### config.mk
export PLATFORM = sky130hd
export DESIGN_NAME = line_window
export DESIGN_NICKNAME = d
export VERILOG_FILES = /design/src/source/conv_pkg.sv /design/src/source/line_window.sv
export SDC_FILE = /design/constraint.sdc
export NUM_CORES = 1
export LEC_CHECK = 0
export CAP_MARGIN = 20
export CORE_ASPECT_RATIO = 0.8
export CORE_UTILIZATION = 50
export DETAILED_ROUTE_END_ITERATION = 12
export DONT_BUFFER_PORTS = 1
export GPL_TIMING_DRIVEN = 0
export REMOVE_ABC_BUFFERS = 1
export SKIP_LAST_GASP = 1
export SLEW_MARGIN = 5
export SYNTH_ARGS = -nofsm -noshare
export SYNTH_HDL_FRONTEND = slang
export SYNTH_SLANG_ARGS = --single-unit
### constraint.sdc
create_clock -name clk -period 13.42 [get_ports clk]
set_input_delay 4.026 -clock clk [delete_from_list [all_inputs] [get_ports clk]]
set_output_delay 4.026 -clock clk [all_outputs]
set_load 0.02 [all_outputs]
### src/source/conv_pkg.sv
package conv_pkg;

	////////////////////////////////////////
	// sample format
	////////////////////////////////////////

	// pixel and weight width, both signed
	localparam int DATA_WIDTH = 16;

	// nine signed products summed without loss
	localparam int ACC_WIDTH = 36;

	////////////////////////////////////////
	// kernel
	////////////////////////////////////////

	// taps per 3x3 kernel set
	localparam int KERNEL_SIZE = 9;

	// weight counter, counts 0 to KERNEL_SIZE-1
	localparam int CNT_WIDTH = 4;

	// kernel sets waiting for load_weights
	localparam int WEIGHT_SETS = 2;

	////////////////////////////////////////
	// image geometry
	////////////////////////////////////////

	// pixels per line, also line buffer depth
	localparam int IMAGE_WIDTH = 8;

	// column counter width
	localparam int COL_WIDTH = 3;

endpackage

### src/source/line_window.sv
`timescale 1ns/1ns

module line_window import conv_pkg::*; (
	input  logic                         clk,
	input  logic                         reset,
	input  logic                         pixel_valid,
	input  logic                         frame_start,
	input  logic signed [DATA_WIDTH-1:0] pixel_in,
	output logic signed [DATA_WIDTH-1:0] win_00,
	output logic signed [DATA_WIDTH-1:0] win_01,
	output logic signed [DATA_WIDTH-1:0] win_02,
	output logic signed [DATA_WIDTH-1:0] win_03,
	output logic signed [DATA_WIDTH-1:0] win_04,
	output logic signed [DATA_WIDTH-1:0] win_05,
	output logic signed [DATA_WIDTH-1:0] win_06,
	output logic signed [DATA_WIDTH-1:0] win_07,
	output logic signed [DATA_WIDTH-1:0] win_08,
	output logic                         win_valid
);

	// line_0 holds the previous line, line_1 the one before
	logic signed [DATA_WIDTH-1:0] line_0 [IMAGE_WIDTH];
	logic signed [DATA_WIDTH-1:0] line_1 [IMAGE_WIDTH];
	logic signed [DATA_WIDTH-1:0] win [KERNEL_SIZE];
	logic [COL_WIDTH-1:0] col;
	logic [COL_WIDTH-1:0] cur_col;
	// row only has to tell 0, 1 and 2 or more apart
	logic [1:0] row;
	logic [1:0] cur_row;

	// position of the pixel on the bus, frame_start forces 0,0
	assign cur_col = frame_start ? '0 : col;
	assign cur_row = frame_start ? '0 : row;

	////////////////////////////////////////
	// position counters
	////////////////////////////////////////

	always_ff @(posedge clk) begin
		if (reset) begin
			col <= '0;
			row <= '0;
			win_valid <= 1'b0;
		end else begin
			win_valid <= pixel_valid && (cur_row == 2'd2) && (cur_col >= 2);
			if (pixel_valid) begin
				if (cur_col == IMAGE_WIDTH - 1) begin
					col <= '0;
					// saturate, rows never wrap
					row <= (cur_row == 2'd2) ? cur_row : cur_row + 1'b1;
				end else begin
					col <= cur_col + 1'b1;
					row <= cur_row;
				end
			end
		end
	end

	////////////////////////////////////////
	// line buffers and window
	////////////////////////////////////////

	always_ff @(posedge clk) begin
		if (pixel_valid) begin
			line_1[cur_col] <= line_0[cur_col];
			line_0[cur_col] <= pixel_in;
			// top row, oldest line
			win[0] <= win[1];
			win[1] <= win[2];
			win[2] <= line_1[cur_col];
			// middle row
			win[3] <= win[4];
			win[4] <= win[5];
			win[5] <= line_0[cur_col];
			// bottom row, current line
			win[6] <= win[7];
			win[7] <= win[8];
			win[8] <= pixel_in;
		end
	end

	assign win_00 = win[0];
	assign win_01 = win[1];
	assign win_02 = win[2];
	assign win_03 = win[3];
	assign win_04 = win[4];
	assign win_05 = win[5];
	assign win_06 = win[6];
	assign win_07 = win[7];
	assign win_08 = win[8];

endmodule

==> metrics <==
drt pass-1 iters=11; P_leak=5.563 nW; Required @ worst endpoint=13630 ps; vias in the first global route=6777; largest net degree at the start of global routing=158; Max Fanout on Critical Path=157; YS warnings=0; layout cell share with drive strength beyond 1=0.1206; worst-margin pin slew=910.2 ps; hpwl dp=16290 um; total track usage=0.1846; Worst-path clk slew=60 ps; post-cts resize count=0; CTS root buf=clkbuf_16; die width=193.5 um; Worst Hold Class=reg -> reg; final WL=27460 um; status=finished with violations; CP endpoint=line_0[2][12]; ys async rst share=0; Die ar.=0.03003 sq mm; CTS HTree Levels=2; core area=0.02856 sq mm; Final GP Congestion=0.7116; Top FF cell, synth=edfxtp_1; post-CTS setup buffers=0; worst reg2reg startpoint=col[0]; R2R setup slack=10460 ps; top-level I/O count=165; Final TNS setup=0 ps; Pwr per Cell Area=158.8 mW/mm^2; Max Cap Violations=0; Max-slew headroom=0.3899; multi-input logic area=0.002349 sq mm; skew final=19.96 ps; crit end category=register; Cell Area, Synth=0.01467 sq mm; failing checks=DRC; Fmax=180.1 MHz; Fill cells=2038; Vert. Die Dim=155.2 um; RSZ-0062 raised after global routing=false; Avg Synthesized Cell Area=19.69 sq um; Detail Route Antenna Nets=0; initial antenna violation count=0; Buffers on Ports=0; Critical Path Start Type=primary input; Cell Rows=55; final instance area=0.01656 sq mm; R2R Path End=line_1[3][12]; EDFF count, synth=400; Vias=6763; Worst EP arrival=5760 ps; starting density of the core=0.5136; first-pass GRT wire length=41170 um; max-slew violations=0; XOR/XNOR share of the synthesized area=0; library cells used by synthesis=34; register area=0.01214 sq mm; Num Clock Sinks=406; area post-placement=0.01537 sq mm; CP Launch Point=pixel_valid; Synth Area in Compound Gates=0.06569; Worst VDD drop=98.19 uV; P&R area growth vs syn=12.93%; Setup CP Type=in -> reg; Mapped Cells=745; combinational family with the most area after synthesis=multiplexers; hold slack=514.6 ps; R2R depth=5; final setup violation count=0; multiplexer share of the synthesized area=0.06654; Nets=799; Initial DRC Count=446; CTS buffer count=39; CTS tree=yes; post-synthesis register bit count=406; Fin. Hold Viols=0; period utilization=0.4138; simple-gate share of the synthesized area=0.02167; CTS Buffer Depth=3; min Tclk post-route=5553 ps; GRT overflow=0; Antenna diodes=0; Vias/cell=5.761; CTS Hold Buffers Added=0; per-cell routed wire length=23.39 um; # DRC=13; Worst-Skew Late Latency=520 ps; register area share after synthesis=0.8272; Adder-Cell Fraction of Synth Area=0.002559
[layout make-up]
| cell class | instances | share of cell area |
|---|---|---|
| sequential | 406 | 0.7327 |
| multi-input combinational | 298 | 0.1418 |
| clock buffer | 48 | 0.06353 |
| tap | 370 | 0.02795 |
| timing repair buffer | 28 | 0.02478 |
| clock inverter | 21 | 0.008612 |
| inverter | 3 | 0.0006799 |
[state kept, by name (all words and copies together) (netlist names)]
signal and flops:
row 2, line_1 128, win 144, col 3
line_0 128, win_valid 1
[Yosys cell counts, types with 4 or more instances]
cell type | n | share of area
mux2i_1 | 93 | 0.063
o21ai_0 | 32 | 0.011
edfxtp_1 | 400 | 0.82
buf_6 | 8 | 0.0061
a211o_1 | 30 | 0.018
a22o_1 | 30 | 0.018
nand2_1 | 34 | 0.0087
nor3_1 | 4 | 0.0014
clkbuf_1 | 12 | 0.0031
dfxtp_1 | 6 | 0.0082
o22ai_1 | 29 | 0.012
nand2b_1 | 7 | 0.0030
buf_2 | 15 | 0.0051
nor2_1 | 11 | 0.0028
[layer usage]
metal,GRT usage,routed length (um),vias up,share of wire
li1,-,-,3062,-
met1,0.2481,11960,3420,0.44
met2,0.2995,13160,233,0.48
met3,0.04487,1636,48,0.060
met4,0.05981,701,0,0.026
met5,0,0,-,0
[worst min-delay path by stage]
stage               endpoint  cells past startpoint  slack (ps)   start
floorplan             row[0]                      2         450  row[0]
global placement      row[0]                      2         470  row[0]
detailed placement    row[0]                      2         500  row[0]
CTS                   row[0]                      2         510  row[0]
global route          row[1]                      2         540  row[1]
finish                row[1]                      2         510  row[1]
[worst max-delay path: stages]
cell      delay [ps]
nand2b_1         200
nor3_2           720
buf_4            360
buf_4            250
[layout by cell type (no fill, tap or decap), drive strengths merged, types with 3 or more instances in the layout]
cell    Yosys  layout
a211o      30      30
a32oi       3       3
mux2i      93      93
edfxtp    400     400
nand3b      3       3
clkinv      0      19
nor2       11      11
o21ai      32      32
inv         3       3
clkbuf     12      48
nor2b       3       3
a22o       30      30
dfxtp       6       6
nor3        4       4
o22ai      30      30
ha          3       3
buf        26      28
nand2b      7       7
nand2      34      34
[metrics by stage]
step | setup WS (ps) | std cells | util | power, mW
global placement | 1020 | 1077 | 0.5218 | 1.642
floorplan | 5739 | 707 | - | 1.611
global route | 7820 | 1174 | 0.5800 | 2.716
detailed placement | 7363 | 1105 | 0.5381 | 1.642
finish | 7867 | 1174 | 0.5800 | 2.630
CTS | 7897 | 1174 | 0.5800 | 2.659
[power by group]
group	internal [mW]	leakage [nW]	switching, mW
Sequential	1.46	3.77	0.0665
Combinational	0.0390	1.20	0.0493
Clock	0.593	0.593	0.424
[cells by family (layout without fill, tap and decap cells)]
group | Yosys count | in the layout
flip-flops | 406 | 406
buffers and inverters | 41 | 100
adder cells (fa/ha/maj) | 3 | 3
multiplexers | 95 | 95
AND/OR/NAND/NOR | 67 | 67
AO/OA/AOI/OAI | 133 | 133
(Power assumes the default switching activity.)
