==> src/source/conv_pkg.sv <==
package conv_pkg;

	////////////////////////////////////////
	// sample format
	////////////////////////////////////////

	// pixel and weight width, both signed
	localparam int DATA_WIDTH = 16;

	// nine signed products summed without loss
	localparam int ACC_WIDTH = 36;

	////////////////////////////////////////
	// kernel
	////////////////////////////////////////

	// taps per 3x3 kernel set
	localparam int KERNEL_SIZE = 9;

	// weight counter, counts 0 to KERNEL_SIZE-1
	localparam int CNT_WIDTH = 4;

	// kernel sets waiting for load_weights
	localparam int WEIGHT_SETS = 2;

	////////////////////////////////////////
	// image geometry
	////////////////////////////////////////

	// pixels per line, also line buffer depth
	localparam int IMAGE_WIDTH = 8;

	// column counter width
	localparam int COL_WIDTH = 3;

endpackage

==> src/source/weight_buffer.sv <==
`timescale 1ns/1ns

module weight_buffer import conv_pkg::*; (
	input  logic                         clk,
	input  logic                         reset,
	input  logic                         weight_valid,
	input  logic signed [DATA_WIDTH-1:0] weight_in,
	input  logic                         load_weights,
	output logic signed [DATA_WIDTH-1:0] weight_00,
	output logic signed [DATA_WIDTH-1:0] weight_01,
	output logic signed [DATA_WIDTH-1:0] weight_02,
	output logic signed [DATA_WIDTH-1:0] weight_03,
	output logic signed [DATA_WIDTH-1:0] weight_04,
	output logic signed [DATA_WIDTH-1:0] weight_05,
	output logic signed [DATA_WIDTH-1:0] weight_06,
	output logic signed [DATA_WIDTH-1:0] weight_07,
	output logic signed [DATA_WIDTH-1:0] weight_08,
	output logic                         weights_ready,
	output logic                         weight_full
);

	logic signed [DATA_WIDTH-1:0] chain [KERNEL_SIZE];
	logic signed [DATA_WIDTH-1:0] next_set [KERNEL_SIZE];
	logic signed [DATA_WIDTH-1:0] store [WEIGHT_SETS][KERNEL_SIZE];
	logic signed [DATA_WIDTH-1:0] active [KERNEL_SIZE];
	logic [CNT_WIDTH-1:0] weight_cnt;
	logic [$clog2(WEIGHT_SETS)-1:0] wr_ptr;
	logic [$clog2(WEIGHT_SETS)-1:0] rd_ptr;
	logic [$clog2(WEIGHT_SETS):0] set_cnt;
	logic set_done;
	logic push;
	logic pop;

	// chain contents after this strobe, oldest weight ends up in tap 0
	always_comb begin
		for (int i = 0; i < KERNEL_SIZE - 1; i++)
			next_set[i] = chain[i + 1];
		next_set[KERNEL_SIZE-1] = weight_in;
	end

	assign set_done = weight_valid && (weight_cnt == KERNEL_SIZE - 1);
	// full store drops the new set
	assign push = set_done && (set_cnt < WEIGHT_SETS);
	assign pop = load_weights && (set_cnt != 0);

	////////////////////////////////////////
	// set counter and store pointers
	////////////////////////////////////////

	always_ff @(posedge clk) begin
		if (reset) begin
			weight_cnt <= '0;
			wr_ptr <= '0;
			rd_ptr <= '0;
			set_cnt <= '0;
			weights_ready <= 1'b0;
			weight_full <= 1'b0;
		end else begin
			if (weight_valid)
				weight_cnt <= set_done ? '0 : weight_cnt + 1'b1;
			if (push)
				wr_ptr <= (wr_ptr == WEIGHT_SETS - 1) ? '0 : wr_ptr + 1'b1;
			if (pop) begin
				rd_ptr <= (rd_ptr == WEIGHT_SETS - 1) ? '0 : rd_ptr + 1'b1;
				weights_ready <= 1'b1;
			end
			if (push && !pop)
				set_cnt <= set_cnt + 1'b1;
			else if (pop && !push)
				set_cnt <= set_cnt - 1'b1;
			// lags the store count by one cycle
			weight_full <= (set_cnt == WEIGHT_SETS);
		end
	end

	////////////////////////////////////////
	// weight storage
	////////////////////////////////////////

	always_ff @(posedge clk) begin
		if (weight_valid)
			chain <= next_set;
		if (push)
			store[wr_ptr] <= next_set;
		if (pop)
			active <= store[rd_ptr];
	end

	assign weight_00 = active[0];
	assign weight_01 = active[1];
	assign weight_02 = active[2];
	assign weight_03 = active[3];
	assign weight_04 = active[4];
	assign weight_05 = active[5];
	assign weight_06 = active[6];
	assign weight_07 = active[7];
	assign weight_08 = active[8];

endmodule

==> config.mk <==
export PLATFORM = sky130hd
export DESIGN_NAME = weight_buffer
export DESIGN_NICKNAME = d
export VERILOG_FILES = /design/src/source/conv_pkg.sv /design/src/source/weight_buffer.sv
export SDC_FILE = /design/constraint.sdc
export NUM_CORES = 1
export LEC_CHECK = 0
export ABC_AREA = 0
export CAP_MARGIN = 20
export CORE_ASPECT_RATIO = 1.1
export CORE_UTILIZATION = 55
export CTS_CLUSTER_SIZE = 24
export DETAILED_ROUTE_END_ITERATION = 10
export DONT_BUFFER_PORTS = 1
export PLACE_DENSITY = 0.72
export SLEW_MARGIN = 20
export SYNTH_ARGS = -nofsm -noshare
export SYNTH_HDL_FRONTEND = slang
export SYNTH_SLANG_ARGS = --single-unit
export TNS_END_PERCENT = 20
==> constraint.sdc <==
create_clock -name clk -period 14.65 [get_ports clk]
set_clock_uncertainty 0.1 [all_clocks]
set_input_delay 0 -clock clk [delete_from_list [all_inputs] [get_ports clk]]
set_output_delay 0 -clock clk [all_outputs]
set_load 0.03 [all_outputs]
==> results.rst <==
.. list-table::
   :header-rows: 1

   * - Metric
     - Value
   * - PortBufs
     - 0
   * - Final Max Slew Viols
     - 0
   * - Total clock buffers created by CTS
     - slightly above 50
   * - Clock tree root driver cell
     - clkbuf_16
   * - Hold-fix buffers at CTS
     - 27
   * - Maximum operating frequency
     - roughly 270 MHz
   * - Count of maximum capacitance violations
     - 0
   * - Bufs on Longest Clock Path
     - 3
   * - Overall die width
     - ~180 um
   * - Cell count after placement
     - about 1.2k
   * - Total grt overflow
     - 0
   * - Pin count of the biggest net entering global routing
     - around 150
   * - P per Cell Area
     - about 160 mW/mm^2
   * - IR drop worst, VDD
     - between 90 and 100 uV
   * - Via-per-instance ratio
     - ~5.3
   * - Commonest cells in the netlist
     - edfxtp_1, mux2_2, mux2_4
   * - CP Launch Type
     - input pin
   * - Share of Yosys cell area claimed by the top area cell type
     - 0.875
   * - Routability congestion estimate from global placement
     - between 0.6 and 0.7
   * - Standby leakage power
     - approximately 0.007 uW
   * - Initial antenna violation count
     - 0
   * - Setup repair after global routing missed its margin
     - no
   * - Num rows
     - slightly above 70
   * - Relative slew margins
     - 0.312
   * - Synthesized netlist net count
     - just under 800
   * - Number of instances in the synthesized netlist
     - roughly 770
   * - Chip height
     - ~200 um
   * - Final design instance area without fill
     - 0.0217 mm^2
   * - Drt drc
     - 0
   * - Sinks on the clock net
     - 570
   * - CTS tree
     - done
   * - Sum of routed wire length over all layers
     - roughly 28,000 um
   * - Post-synthesis register bit count
     - 570
   * - Wire length of the first global-routing pass
     - roughly 42,000 um
   * - Area Growth Syn to Fin
     - 12.8%
   * - Accumulated negative setup slack
     - 0 ps
   * - Worst path arrival time
     - about 3800 ps
   * - Detail Route Antenna Nets
     - 0
   * - Post-cts sizing count
     - 0
   * - Status
     - completed
   * - Fill cell total of the finished layout
     - approximately 2.2k
   * - Drt first-iter violations
     - 401
   * - Post-synthesis cell type with the largest combined area
     - edfxtp_1
   * - Per-instance average area after synthesis
     - 24.9 um^2
   * - Leading cell type by number of instances after synthesis
     - edfxtp_1
   * - Sequential-to-total area share from yosys stat
     - 0.885
   * - Count of unique library cells instantiated by Yosys
     - 27
   * - Final-report setup violation count
     - 0
   * - Hold Violations, Final
     - 0
   * - Detailed Routing Iterations Pass 1
     - 4
   * - Number of synthesized flops with an enable pin
     - between 500 and 600
   * - H-tree depth
     - 2
   * - Starting Density
     - 0.561
   * - Synth warnings
     - 0
   * - Core area
     - ~0.034 mm^2
   * - Maximum fanout along the worst path
     - 133
   * - Hold Slack
     - 16.6 ps
   * - Clock-pin slew of the registers on the worst-case setup and hold paths
     - about 60 ps
   * - Type of element capturing the critical path
     - register
   * - Diode count
     - 0
   * - Clock period minus final worst setup slack
     - around 3700 ps
   * - I/O pin count
     - 166
   * - Worst endpoint required time
     - around 15,000 ps
   * - NumNets Final
     - 863
   * - Area post-placement
     - roughly 0.020 mm^2
   * - Vias post-DR
     - a little under 7k
   * - DR WL/cell
     - around 21 um
   * - Share of async-settable or async-resettable flops after synthesis
     - 0
   * - Primary flip-flop cell chosen by synthesis mapping
     - edfxtp_1
   * - Post-CTS Repair Setup Buffers
     - 0
   * - Kind of path behind the tightest hold check
     - input pin to register
   * - Layout cells sized above 1
     - 0.257
   * - Worst skew pair latency
     - ~570 ps
   * - Total Die Area
     - between 0.03 and 0.04 mm^2
   * - Worst Max-Slew Pin Slew
     - between 1000 and 1500 ps
   * - Via count of the first global-routing pass
     - 7,412
   * - Final total power
     - 3370 uW
   * - Overall Global Routing Usage
     - 0.157
   * - Final period util
     - 0.255
   * - Ranking of synthesized cells by area
     - edfxtp_1, mux2_2, mux2_4
   * - Critical path start-end classification
     - input pin to register
   * - Synthesized cell area
     - around 0.019 mm^2
   * - Placed wire-length estimate after detailed placement
     - 14,100 um
   * - Number of standard cells in the layout, taps in and fillers out
     - roughly 1.3k
==> placed cells by master (no fill, tap or decap), types with 6 or more instances in the layout <==
cell           netlist  final
clkbuf_1             1     12
bufinv_16            0      8
mux2_2              94     94
clkinv_1             0     11
clkbuf_16            0     51
dlygate4sd3_1        0     26
mux2_4              51     51
nor2_1               6      6
edfxtp_1           560    560
dfxtp_1             10      9
==> worst paths after layout <==
path                                    start             to  slack (ps)  cells past startpoint
worst max register to register  weight_cnt[0]  store[1][130]       10960                      7
worst min register to register     chain[113]  store[1][129]         350                      0
worst max-delay path             weight_valid  store[1][130]       10910                      6
worst min-delay path            weight_in[11]   store[1][11]          20                      1
==> critical path: stages <==
cell           delay (ps)
dlygate4sd3_1         640
buf_16                510
nor4b_4               450
and2_4                650
buf_4                 660
buf_4                 730
==> kinds of logic after synthesis <==
family / count (synthesis) / synth area share
flip-flops: 570 / 0.885
buffers and inverters: 20 / 0.00690
AND/OR/NAND/NOR: 19 / 0.00631
AO/OA/AOI/OAI: 10 / 0.00286
multiplexers: 146 / 0.0954
XOR/XNOR: 3 / 0.00137
adder cells (fa/ha/maj): 3 / 0.00195
==> final cells by class <==
class	count	area (um^2)	share of cell area
clock buffers	63	1320	0.0610
clock inverters	28	339	0.0156
inverters	3	16.3	0.000750
well taps	438	548	0.0253
repair buffers	33	345	0.0159
multi-input cells	181	2080	0.0962
flip-flops and latches	570	17000	0.785
==> through the flow <==
stage / utilization / setup slack [ps]
2_1_floorplan: - / 6570
3_3_place_gp: 0.575 / 11120
3_5_place_dp: 0.575 / 10920
4_1_cts: 0.632 / 10840
5_1_grt: 0.632 / 10620
6_report: 0.632 / 10910
==> registers in the layout, summed over array words and instances, names as in the netlist, 16 cells and up <==
| name | flops |
|---|---|
| weight_05 | 16 |
| chain | 128 |
| weight_04 | 16 |
| weight_07 | 16 |
| weight_01 | 16 |
| weight_00 | 16 |
| weight_03 | 16 |
| store | 288 |
| weight_08 | 16 |
| weight_06 | 16 |
| weight_02 | 16 |
==> power breakdown <==
part	internal, uW	switching, uW	total, uW	leakage (uW)
Clock	779	542	1320	0.000802
Combinational	47.2	57.3	105	0.000946
Sequential	1860	82.2	1940	0.00522
Total	2690	682	3370	0.00697
==> per-layer routing <==
layer	wire, um	share of wire	global-route usage	vias to the layer above
met5	0	0	0	-
met4	831	0.030	0.0649	0
met3	1240	0.045	0.0362	58
met2	14100	0.51	0.270	162
met1	11500	0.42	0.194	3516
li1	-	-	-	3223
Note: power is estimated with default switching activity, not from simulation.
